===== src/verilog/wmb_ce_settings.svh =====
`ifndef WMB_CE_SETTINGS_SVH
`define WMB_CE_SETTINGS_SVH

//============================================================
// Write-merge buffer create entry sizes
//============================================================

// Physical address width
`define WMB_CE_PA_WIDTH   40
// Lowest address bit of a cache line
`define WMB_CE_LINE_LSB   6
// Lowest address bit of a 16-byte quadword
`define WMB_CE_QW_LSB     4
// Store bytes carried by one entry
`define WMB_CE_BYTES      16
// One-hot store queue pointer width
`define WMB_CE_SQ_PTR_W   12
// Write-merge buffer entries
`define WMB_CE_WMB_ENTRY  8

`endif


===== src/verilog/wmb_ce_pkg.sv =====
`include "wmb_ce_settings.svh"

package wmb_ce_pkg;

  //============================================================
  // Opcode encodings
  //============================================================

  // Type field of a popped store with meaning set by atomic and icc
  typedef enum logic [1:0] {
    TYPE_00     = 2'b00,
    TYPE_01     = 2'b01,
    TYPE_DCACHE = 2'b10
  } ce_inst_type_e;

  // Decoded class of the held entry
  typedef enum logic [2:0] {
    CLS_ST,
    CLS_STAMO,
    CLS_SC,
    CLS_AMO_OTHER,
    CLS_SYNC_FENCE,
    CLS_TLBI,
    CLS_DCACHE,
    CLS_ICC_OTHER
  } ce_class_e;

  //============================================================
  // Store and entry payloads
  //============================================================

  // Page attributes with buf carried as bufferable
  typedef struct packed {
    logic ca;
    logic wa;
    logic so;
    logic sec;
    logic bufferable;
    logic share;
  } ce_page_t;

  // One store popped from the store queue
  typedef struct packed {
    logic [`WMB_CE_PA_WIDTH-1:0] addr;
    ce_page_t                    page;
    logic                        atomic;
    logic                        icc;
    logic                        wo_st;
    logic                        sync_fence;
    logic                        inst_flush;
    ce_inst_type_e               inst_type;
    logic [2:0]                  inst_size;
    logic [1:0]                  inst_mode;
    logic [`WMB_CE_BYTES-1:0]    bytes_vld;
    logic [1:0]                  priv_mode;
    logic [`WMB_CE_SQ_PTR_W-1:0] sq_ptr;
  } ce_pop_info_t;

  // Merge decision made by the store queue at create time
  typedef struct packed {
    logic                         merge;
    logic                         stall;
    logic [`WMB_CE_WMB_ENTRY-1:0] merge_ptr;
    logic [`WMB_CE_WMB_ENTRY-1:0] same_dcache_line;
    logic                         hit_rb_idx;
  } ce_create_ctl_t;

  // Requests towards the write-merge buffer
  typedef struct packed {
    logic merge_wmb_req;
    logic merge_wait_not_vld_req;
    logic create_wmb_req;
    logic create_dp_req;
    logic create_data_req;
  } ce_req_t;

  // Attributes handed to the allocated entry
  typedef struct packed {
    logic merge_en;
    logic write_imme;
    logic wb_cmplt_success;
    logic wb_data_success;
    logic read_dp_req;
    logic write_biu_dp_req;
    logic ca_st_inst;
    logic dcache_inst;
    logic dcache_sw_inst;
    logic bytes_vld_full;
  } ce_attr_t;

endpackage


===== src/verilog/wmb_ce_decode.sv =====
`timescale 1ns/10ps
`include "wmb_ce_settings.svh"

module wmb_ce_decode
  import wmb_ce_pkg::*;
(
  input  logic                         wmb_clk,
  input  logic                         cpurst_b,
  input  logic                         ce_vld,
  input  ce_pop_info_t                 ce_info,
  input  ce_create_ctl_t               ce_ctl,
  input  logic                         hit_rb_idx_ff,
  input  logic [`WMB_CE_WMB_ENTRY-1:0] wmb_entry_vld,
  input  logic                         dcache_valid,
  input  logic                         dcache_share,
  input  logic                         lm_sc_fail,
  output ce_class_e                    ce_class,
  output logic                         rb_hold_cond,
  output ce_req_t                      req,
  output ce_attr_t                     attr
);

  logic st_inst;
  logic so_st_inst;
  logic wo_st_inst;
  logic stamo_inst;
  logic sc_inst;
  logic atomic_inst;
  logic sync_fence_inst;
  logic tlbi_inst;
  logic dcache_inst;
  logic ctc_inst;
  logic write_data_inst;
  logic dcache_1line_inst;
  logic dcache_addr_inst;
  logic dcache_addr_not_l1;
  logic ca_line_valid;
  logic merge_not_vld;

  //============================================================
  // Classification
  //============================================================

  always_comb
  begin
    if (ce_info.atomic)
    begin
      case (ce_info.inst_type)
        TYPE_00: ce_class = CLS_STAMO;
        TYPE_01: ce_class = CLS_SC;
        default: ce_class = CLS_AMO_OTHER;
      endcase
    end
    else if (!ce_info.icc)
      ce_class = ce_info.sync_fence ? CLS_SYNC_FENCE : CLS_ST;
    else
    begin
      case (ce_info.inst_type)
        TYPE_00:     ce_class = CLS_TLBI;
        TYPE_DCACHE: ce_class = CLS_DCACHE;
        default:     ce_class = CLS_ICC_OTHER;
      endcase
    end
  end

  assign st_inst         = (ce_class == CLS_ST);
  assign so_st_inst      = st_inst && ce_info.page.so;
  assign wo_st_inst      = st_inst && !ce_info.page.so;
  assign stamo_inst      = (ce_class == CLS_STAMO);
  assign sc_inst         = (ce_class == CLS_SC);
  assign atomic_inst     = stamo_inst || sc_inst || (ce_class == CLS_AMO_OTHER);
  assign sync_fence_inst = (ce_class == CLS_SYNC_FENCE);
  assign tlbi_inst       = (ce_class == CLS_TLBI);
  assign dcache_inst     = (ce_class == CLS_DCACHE);
  // Control transfer ops are the icc ops other than dcache
  assign ctc_inst        = tlbi_inst || (ce_class == CLS_ICC_OTHER);

  // tlbi by asid carries data
  assign write_data_inst = atomic_inst || st_inst || (tlbi_inst && ce_info.inst_mode[0]);

  assign dcache_1line_inst  = dcache_inst && (ce_info.inst_mode != 2'b00);
  assign dcache_addr_inst   = dcache_inst && ce_info.inst_mode[0];
  assign dcache_addr_not_l1 = dcache_addr_inst && (ce_info.inst_size[1:0] != 2'b00);

  assign rb_hold_cond = ce_info.wo_st || ce_info.atomic || dcache_1line_inst;

  //============================================================
  // Requests
  //============================================================

  assign merge_not_vld = |(ce_ctl.merge_ptr & ~wmb_entry_vld);

  assign req.merge_wmb_req          = ce_vld && ce_ctl.merge && !ce_ctl.stall;
  assign req.merge_wait_not_vld_req = ce_vld && ce_ctl.merge && ce_ctl.stall;
  assign req.create_wmb_req         = ce_vld && !hit_rb_idx_ff
                                      && (!ce_ctl.merge || merge_not_vld);
  assign req.create_dp_req          = ce_vld && (!ce_ctl.merge || ce_ctl.stall);
  assign req.create_data_req        = req.create_dp_req && write_data_inst;

  //============================================================
  // Entry attributes
  //============================================================

  assign attr.merge_en         = ce_info.wo_st;
  assign attr.write_imme       = !ce_info.wo_st;
  assign attr.wb_data_success  = !sc_inst;
  assign attr.wb_cmplt_success = ce_info.wo_st || ctc_inst || dcache_1line_inst;
  assign attr.dcache_inst      = dcache_inst;
  assign attr.dcache_sw_inst   = dcache_inst && (ce_info.inst_mode == 2'b10);
  assign attr.ca_st_inst       = st_inst && ce_info.page.ca;
  assign attr.bytes_vld_full   = &ce_info.bytes_vld;

  // Read path needed for coherent stores, icc ops and sc
  assign attr.read_dp_req =
      (st_inst && ce_info.page.ca && ce_info.page.share
       && (dcache_share || !dcache_valid))
      || ctc_inst
      || (dcache_addr_inst && ce_info.page.ca
          && (dcache_addr_not_l1 || ce_info.page.share))
      || (sc_inst && ce_info.page.ca && ce_info.page.share);

  // Cacheable line already held in the dcache
  assign ca_line_valid = ce_info.page.ca && dcache_valid;

  assign attr.write_biu_dp_req =
      so_st_inst
      || sync_fence_inst
      || ((wo_st_inst || stamo_inst) && !ca_line_valid)
      || (sc_inst && !ca_line_valid && !lm_sc_fail);

  //============================================================
  // Checks
  //============================================================

  // A valid entry always presents defined requests
  a_req_known: assert property (
    @(posedge wmb_clk) disable iff (!cpurst_b)
    ce_vld |-> !$isunknown(req)
  ) else $error("unknown request while the entry is valid");

endmodule


===== src/verilog/wmb_ce_entry.sv =====
`timescale 1ns/10ps
`include "wmb_ce_settings.svh"

module wmb_ce_entry
  import wmb_ce_pkg::*;
(
  input  logic           wmb_clk,
  input  logic           cpurst_b,
  input  logic           async_flush,
  input  logic           create_vld,
  input  logic           create_dp_vld,
  input  logic           pop_vld,
  input  ce_pop_info_t   sq_pop,
  input  ce_create_ctl_t create_ctl,
  input  logic           rb_hit_idx,
  input  logic           rb_hold_cond,
  output logic           ce_vld,
  output ce_pop_info_t   ce_info,
  output ce_create_ctl_t ce_ctl,
  output logic           hit_rb_idx_ff
);

  logic hit_rb_idx;
  logic hit_rb_idx_nxt;

  //============================================================
  // Valid
  //============================================================

  // Flush beats create, create beats pop
  always_ff @(posedge wmb_clk or negedge cpurst_b)
  begin
    if (!cpurst_b)
      ce_vld <= 1'b0;
    else if (async_flush)
      ce_vld <= 1'b0;
    else if (create_vld)
      ce_vld <= 1'b1;
    else if (pop_vld)
      ce_vld <= 1'b0;
  end

  //============================================================
  // Payload and merge decision
  //============================================================

  always_ff @(posedge wmb_clk)
  begin
    if (create_dp_vld)
    begin
      ce_info <= sq_pop;
      ce_ctl  <= create_ctl;
    end
  end

  //============================================================
  // Refill buffer index hold
  //============================================================

  // Stays set only while the refill buffer still matches
  // and the instruction needs the hold
  assign hit_rb_idx_nxt = hit_rb_idx && rb_hit_idx && rb_hold_cond;

  always_ff @(posedge wmb_clk or negedge cpurst_b)
  begin
    if (!cpurst_b)
      hit_rb_idx <= 1'b0;
    else if (create_dp_vld)
      hit_rb_idx <= create_ctl.hit_rb_idx;
    else if (ce_vld)
      hit_rb_idx <= hit_rb_idx_nxt;
  end

  // Second stage releases one cycle after the first
  always_ff @(posedge wmb_clk or negedge cpurst_b)
  begin
    if (!cpurst_b)
      hit_rb_idx_ff <= 1'b0;
    else if (create_dp_vld)
      hit_rb_idx_ff <= create_ctl.hit_rb_idx;
    else if (ce_vld)
      hit_rb_idx_ff <= hit_rb_idx;
  end

  //============================================================
  // Checks
  //============================================================

  // A created entry always has its payload written
  a_create_has_dp: assert property (
    @(posedge wmb_clk) disable iff (!cpurst_b)
    create_vld |-> create_dp_vld
  ) else $error("create_vld without create_dp_vld");

  // Merge target is a single buffer entry
  a_merge_ptr_onehot: assert property (
    @(posedge wmb_clk) disable iff (!cpurst_b)
    (ce_vld && ce_ctl.merge) |-> $onehot(ce_ctl.merge_ptr)
  ) else $error("merge_ptr not one-hot on a merging entry");

endmodule


===== src/verilog/wmb_ce_pop_compare.sv =====
`timescale 1ns/10ps
`include "wmb_ce_settings.svh"

module wmb_ce_pop_compare
  import wmb_ce_pkg::*;
(
  input  logic         wmb_clk,
  input  logic         cpurst_b,
  input  logic         ce_vld,
  input  ce_pop_info_t ce_info,
  input  ce_class_e    ce_class,
  input  logic         merge_en,
  input  ce_pop_info_t sq_pop,
  output logic         hit_sq_pop_dcache_line,
  output logic         merge_data_addr_hit,
  output logic         merge_data_stall
);

  logic line_hit;
  logic qw_in_line_hit;

  // Address above the line offset
  assign line_hit = ce_info.addr[`WMB_CE_PA_WIDTH-1:`WMB_CE_LINE_LSB]
                    == sq_pop.addr[`WMB_CE_PA_WIDTH-1:`WMB_CE_LINE_LSB];

  // Quadword index within the line
  assign qw_in_line_hit = ce_info.addr[`WMB_CE_LINE_LSB-1:`WMB_CE_QW_LSB]
                          == sq_pop.addr[`WMB_CE_LINE_LSB-1:`WMB_CE_QW_LSB];

  assign hit_sq_pop_dcache_line = ce_vld && (ce_class == CLS_ST) && line_hit;

  assign merge_data_addr_hit = ce_vld && merge_en && line_hit && qw_in_line_hit;

  // Different privilege cannot merge into the same quadword
  assign merge_data_stall = merge_data_addr_hit
                            && (ce_info.priv_mode != sq_pop.priv_mode);

  // Compare results stay defined while an entry is held
  a_cmp_known: assert property (
    @(posedge wmb_clk) disable iff (!cpurst_b)
    ce_vld |-> !$isunknown({hit_sq_pop_dcache_line, merge_data_addr_hit, merge_data_stall})
  ) else $error("unknown pop compare result while the entry is valid");

endmodule


===== src/verilog/wmb_ce_top.sv =====
`timescale 1ns/10ps
`include "wmb_ce_settings.svh"

module wmb_ce_top
  import wmb_ce_pkg::*;
(
  input  logic                         wmb_clk,
  input  logic                         cpurst_b,
  // Store queue side
  input  ce_pop_info_t                 sq_pop,
  input  logic                         create_vld,
  input  logic                         create_dp_vld,
  input  logic                         pop_vld,
  input  logic                         async_flush,
  input  ce_create_ctl_t               create_ctl,
  input  logic                         rb_hit_idx,
  input  logic [`WMB_CE_WMB_ENTRY-1:0] wmb_entry_vld,
  input  logic                         dcache_valid,
  input  logic                         dcache_share,
  input  logic                         lm_sc_fail,
  // Entry state
  output logic                         ce_vld,
  output ce_pop_info_t                 ce_info,
  output logic [`WMB_CE_WMB_ENTRY-1:0] merge_ptr,
  output logic [`WMB_CE_WMB_ENTRY-1:0] same_dcache_line,
  // Requests and attributes
  output ce_req_t                      req,
  output ce_attr_t                     attr,
  // Pop compare
  output logic                         hit_sq_pop_dcache_line,
  output logic                         merge_data_addr_hit,
  output logic                         merge_data_stall
);

  ce_create_ctl_t ce_ctl;
  ce_class_e      ce_class;
  logic           hit_rb_idx_ff;
  logic           rb_hold_cond;

  assign merge_ptr        = ce_ctl.merge_ptr;
  assign same_dcache_line = ce_ctl.same_dcache_line;

  //============================================================
  // Entry register
  //============================================================

  wmb_ce_entry entry_i (
    .wmb_clk       (wmb_clk),
    .cpurst_b      (cpurst_b),
    .async_flush   (async_flush),
    .create_vld    (create_vld),
    .create_dp_vld (create_dp_vld),
    .pop_vld       (pop_vld),
    .sq_pop        (sq_pop),
    .create_ctl    (create_ctl),
    .rb_hit_idx    (rb_hit_idx),
    .rb_hold_cond  (rb_hold_cond),
    .ce_vld        (ce_vld),
    .ce_info       (ce_info),
    .ce_ctl        (ce_ctl),
    .hit_rb_idx_ff (hit_rb_idx_ff)
  );

  //============================================================
  // Decoder and pop comparator
  //============================================================

  wmb_ce_decode decode_i (
    .wmb_clk       (wmb_clk),
    .cpurst_b      (cpurst_b),
    .ce_vld        (ce_vld),
    .ce_info       (ce_info),
    .ce_ctl        (ce_ctl),
    .hit_rb_idx_ff (hit_rb_idx_ff),
    .wmb_entry_vld (wmb_entry_vld),
    .dcache_valid  (dcache_valid),
    .dcache_share  (dcache_share),
    .lm_sc_fail    (lm_sc_fail),
    .ce_class      (ce_class),
    .rb_hold_cond  (rb_hold_cond),
    .req           (req),
    .attr          (attr)
  );

  wmb_ce_pop_compare compare_i (
    .wmb_clk                (wmb_clk),
    .cpurst_b               (cpurst_b),
    .ce_vld                 (ce_vld),
    .ce_info                (ce_info),
    .ce_class               (ce_class),
    .merge_en               (attr.merge_en),
    .sq_pop                 (sq_pop),
    .hit_sq_pop_dcache_line (hit_sq_pop_dcache_line),
    .merge_data_addr_hit    (merge_data_addr_hit),
    .merge_data_stall       (merge_data_stall)
  );

endmodule


===== config.mk =====
export PLATFORM = sky130hd
export DESIGN_NAME = wmb_ce_top
export DESIGN_NICKNAME = d
export VERILOG_FILES = /design/src/verilog/wmb_ce_pkg.sv /design/src/verilog/wmb_ce_decode.sv /design/src/verilog/wmb_ce_entry.sv /design/src/verilog/wmb_ce_pop_compare.sv /design/src/verilog/wmb_ce_top.sv
export VERILOG_INCLUDE_DIRS = /design/src /design/src/verilog
export SDC_FILE = /design/constraint.sdc
export NUM_CORES = 1
export LEC_CHECK = 0
export BUFFER_PORTS_ARGS = -buffer_cell sky130_fd_sc_hd__buf_2
export CAP_MARGIN = 10
export CORE_MARGIN = 3
export CORE_UTILIZATION = 39
export DETAILED_ROUTE_END_ITERATION = 12
export PLACE_DENSITY_LB_ADDON = 0.08
export RECOVER_POWER = 100
export SYNTH_ARGS = -nofsm -noshare
export SYNTH_HDL_FRONTEND = slang
export SYNTH_SLANG_ARGS = --single-unit

===== constraint.sdc =====
create_clock -name wmb_clk -period 2.6 [get_ports wmb_clk]
set_clock_uncertainty 0.05 [all_clocks]
set_input_delay 0.52 -clock wmb_clk [delete_from_list [all_inputs] [get_ports wmb_clk]]
set_output_delay 0.52 -clock wmb_clk [all_outputs]
set_load 0.02 [all_outputs]

Word level (Yosys, flattened, before mapping) --
Cells that the tools add are included.
Word-level totals: register bits 109, output and inout bits 123
Cells by class: eq/ne operators 13, multiplexer cells 12, bitwise logic cells 2, reduce and logical (&&, ||, !) cells 70
Operators by type and width (count):
- 34-bit == test | 1
- 1-bit logical AND | 33
- 1-bit logical OR | 20
- 16-bit AND reduction | 1
- 3-bit == test (second input constant) | 4
- 1-bit logical NOT | 9
- 3-bit 2-to-1 mux | 3
- 8-bit bitwise AND | 1
- 8-bit inverter | 1
- 2-bit one-hot mux with 2 select lines | 2
- 8-bit OR reduction | 1
- 1-bit 2-to-1 mux | 7
- 3-bit by 2-bit == test with 1-bit output (second input constant) | 2
- 2-bit nonzero test | 3
- 2-bit == test (second input constant) | 2
- 3-bit by 1-bit == test with 1-bit output (second input constant) | 1
- 3-bit logical NOT | 1
- 3-bit nonzero test | 1
- 2-bit by 1-bit == test with 1-bit output (second input constant) | 1
- 2-bit == test | 1
- 2-bit logical NOT | 1
- 2-bit != test | 1

Logic depth before layout (Yosys ltp) --
depth after elaboration 11, depth in mapped cells 5, gate-level depth less buffers 5

Cells and area by module --
A second synthesis with hierarchy kept.
Unflattened totals: cells, all modules 237, area total of the unflattened synthesis 4207.8 µm²
Modules (own cells, without submodules):
- wmb_ce_entry | area each 3340.7 µm², seq. area each 3288.2 µm², times used 1, cells an instance 119
- wmb_ce_pop_compare | area each 526.8 µm², seq. area each 0.0 µm², times used 1, cells an instance 61
- wmb_ce_decode | area each 340.3 µm², seq. area each 0.0 µm², times used 1, cells an instance 57

Least setup slack after synthesis --
No wires, ideal clock.
path kind flip-flop to output port, start point reg entry_i.ce_info[58] (netlist name), end point out hit_sq_pop_dcache_line, required time 2.030 ns, stages on the path, launching flop included 6, setup slack -0.513 ns, arrival time 2.543 ns, buffers on the path 0, path through edfxtp_1 -> xor2_1 -> a211o_1 -> or4_1 -> or3_1 -> nor4_1
Between the ends: cells in the longest elaborated chain, start to end 2
Ends and longest elaborated chain:
- 34-bit == test | line wmb_ce_pop_compare.sv:23 | assign line_hit = ce_info.addr[`WMB_CE_PA_WIDTH-1:`WMB_CE_LINE_LSB]
- 1-bit logical AND | line wmb_ce_pop_compare.sv:30 | assign hit_sq_pop_dcache_line = ce_vld && (ce_class == CLS_ST) && line_hit;
- end: declaration | line wmb_ce_top.sv:30 | output logic hit_sq_pop_dcache_line,
Every way passes these cells.

Worst setup path in the final report --
start point reg entry_i.ce_info[84] (netlist name), end point out merge_data_addr_hit
Between the ends: cells in the longest elaborated chain, start to end 3
Ends and longest elaborated chain:
- 34-bit == test | line wmb_ce_pop_compare.sv:23
- 1-bit logical AND (2 in series) | line wmb_ce_pop_compare.sv:32 | assign merge_data_addr_hit = ce_vld && merge_en && line_hit && qw_in_line_hit;
- end: declaration | line wmb_ce_top.sv:31 | output logic merge_data_addr_hit,
Every way passes these cells.

==> results.yml <==
sta:
  rsz0062_at_grt: "yes"
  worst_slack_ps: -481
  post-route-min-period_ps: 3080
  drv_slew: 37
  fin_crit_sh: 1.18
  finalSetupViolCount: 3
  timing.fmax_mhz: 325
  relSlewSlack: -0.274
  whs_ps: 254
  finalHoldViolations: 0
  worst_pin_slew_ps: 1910
  finalSetupTns_ps: -1310
pwr:
  p_sw_frac: 0.281
  internal_power_mw: 2.65
  p_sw_mw: 1.04
  clkPwrFrac: 0.258
  power.leakage_nw: 2.16
  vdd_drop_max_mv: 0.306
  power.share.sequential: 0.585
  power_density_nw_per_um2: 648
  power_frac_comb: 0.157
worst_setup_path:
  cpPeakStageDelay_ps: 560
  path_max_fanout: 2
  crit_path_start_kind: "flop"
  path_buf_inv: 2
  arrival_ps: 2510
  worst_setup_path_end_kind: "primary output"
  worst-setup-path-type: "reg2out"
  cp.required_ps: 2030
  cp_cell_sequence: "xnor2_1, nand4_1, or4_4, or4_4, buf_4, nor3_2, buf_4"
  crit_slowest_cell: "or4_4"
  crit_family: "simple AND/OR/NAND/NOR gates"
floorplanning:
  initial_core_util: 0.405
  coreArea_sq_um: 10400
  io_pins: 248
  rows: 37
  die_area_sq_um: 12100
  die_x_um: 110
  die_h_um: 110
synthesis:
  synth_top_family_by_area: "XOR/XNOR gates"
  synth_mux_area_frac: 0.00237
  postSynthAreaPerCell_sq_um: 16.8
  ys.warnings.count: 0
  yosysUniqueCellTypes: 34
  ys_seq_elements: 109
  ys_seq_area_frac: 0.772
  synthXorXnorAreaFrac: 0.0664
  syn_nets: 376
  synth_area_sq_um: 4220
  yosys.area_share.simple: 0.0614
  postSynthCellCount: 251
  synth_compound_area_frac: 0.0484
  synthAdderAreaFrac: 0
global_route:
  grt.overflow.total: 0
  grtUsageTotal: 0.166
  antenna_found_initial: 1
  grt_pass1_vias: 3001
  grt_max_degree: 58
  grt_pass1_wl_um: 15000
detailed_routing:
  drt_iter0_drc: 114
  wire_per_inst_um: 15.8
  route.detailed.drc: 0
  vias: 3021
  via_per_inst: 4.61
  ant_nets: 0
  first_pass_iters: 4
  wl_um: 10300
clocking:
  cts_inserted_buffers: 9
  clk_path_buf_depth: 2
  clk_pin_slew_worst_paths_ps: 110
  htree_levels: 3
  tritoncts: "yes"
  cts.sinks: 109
  clk_latency_ps: 360
  cts_root_buf: "clkbuf_8"
job:
  maxCapViolations: 1
layout:
  diodes: 0
  synthToLayoutAreaGrowth_pct: 35.1
  seq_area_sq_um: 3260
  final_common_cell: "clkbuf_1"
  nNetsFinal: 640
  drive_gt1_frac: 0.269
  fillers: 1001
  multi_input_area_sq_um: 782
  final_cell_area_sq_um: 5700
  layout_common_cells: "155 x clkbuf_1, 106 x edfxtp_1, 92 x buf_2, 22 x buf_4, 21 x xor2_1"
place:
  gp_congestion: 0.716
  hpwl_um: 8240
  placed_area_sq_um: 5690
  port_buffers: 247
outcome:
  run_status: "finished, violations left"
  violations: "max-capacitance violations, max-slew violations, negative setup slack"
min_path:
  hold_class: "in2reg"
-- repair_timing --
action	CTS	global route
pin swaps	0	5
gates cloned	0	0
buffers inserted	0	1
gates resized for setup	4	1
hold endpoints to repair	3	0
setup endpoints to repair	3	3
hold buffers	1	0
-- cell families (layout without fill, tap and decap cells) --
logic type / Yosys count / in the layout
AOI/OAI and AO/OA: 27 / 27
xor gates and xnor gates: 32 / 32
buffers and inverters: 36 / 305
DFF: 109 / 109
muxes: 1 / 1
and+or+nand+nor: 46 / 46
-- worst paths after layout --
kind,start,slack [ps],depth (start not counted),to
max,entry_i.ce_info[84],-480,7,merge_data_addr_hit
min,async_flush,250,2,entry_i.ce_vld
max reg2reg,entry_i.ce_info[40],1100,6,entry_i.hit_rb_idx
min reg2reg,entry_i.hit_rb_idx,520,2,entry_i.hit_rb_idx
max in group asynchronous,cpurst_b,1900,2,entry_i.hit_rb_idx
min in group asynchronous,cpurst_b,440,2,entry_i.hit_rb_idx_ff
-- metal layers --
| metal | share of wire | routed length, um | global-route usage |
|---|---|---|---|
| met5 | 0.0019 | 20 | 0 |
| met4 | 0.016 | 163 | 0.0570 |
| met3 | 0.13 | 1330 | 0.0745 |
| met2 | 0.49 | 5080 | 0.280 |
| met1 | 0.36 | 3760 | 0.186 |
-- Yosys cell counts --
library cell	n	area share
o21ai_0	4	0.0047
or3_1	3	0.0045
o32ai_1	1	0.0021
inv_1	16	0.014
clkinv_1	1	0.00089
o21ai_1	3	0.0036
o31a_1	1	0.0021
dfrtp_1	3	0.018
xnor2_1	11	0.023
a31oi_1	2	0.0030
nand3_1	2	0.0024
xor2_1	21	0.044
a2111oi_4	1	0.0065
nor3_1	3	0.0036
a311oi_1	1	0.0021
nor2_1	7	0.0062
nand2b_1	3	0.0045
nor4_1	8	0.012
nor2b_1	3	0.0045
mux2i_1	1	0.0024
buf_4	19	0.034
a21oi_1	4	0.0047
edfxtp_1	106	0.75
or4_4	1	0.0027
nand4_1	6	0.0089
and3b_1	1	0.0021
a211o_1	1	0.0021
o21a_1	1	0.0018
nand3_2	1	0.0024
or4_1	1	0.0018
o22ai_1	5	0.0074
a22oi_1	2	0.0036
nand2_1	7	0.0062
o22ai_4	1	0.0047
-- final cells by class --
| type | count | share of cell area |
|---|---|---|
| Sequential cell | 109 | 0.572 |
| Timing Repair Buffer | 272 | 0.218 |
| Multi-Input combinational cell | 106 | 0.137 |
| Tap cell | 136 | 0.0299 |
| Clock buffer | 10 | 0.0224 |
| Inverter | 17 | 0.0112 |
| Clock inverter | 6 | 0.00901 |
-- state kept, by name, summed over array words and instances, names as in the netlist --
| register | flops |
|---|---|
| entry_i.ce_vld | 1 |
| entry_i.ce_info | 88 |
| entry_i.ce_ctl | 18 |
| entry_i.hit_rb_idx_ff | 1 |
| entry_i.hit_rb_idx | 1 |
-- stage by stage --
step,instances,power (mW),utilization,worst slack [ps]
floorplan,251,2.52,-,-166
global placement,638,2.82,0.546,-457
detailed placement,638,2.83,0.546,-477
CTS,655,3.78,0.565,-618
global route,656,3.88,0.547,-630
finish,656,3.69,0.547,-481
-- power groups by stage --
stage                     logic, mW  clock network [mW]  registers, mW
after floorplan               0.181                   0           2.33
after global placement        0.628                   0           2.19
after detailed placement      0.634                   0           2.20
after CTS                     0.637               0.990           2.16
after global routing          0.634                1.07           2.18
final                         0.580               0.951           2.16
No activity file was read; power rests on OpenSTA's default activity.
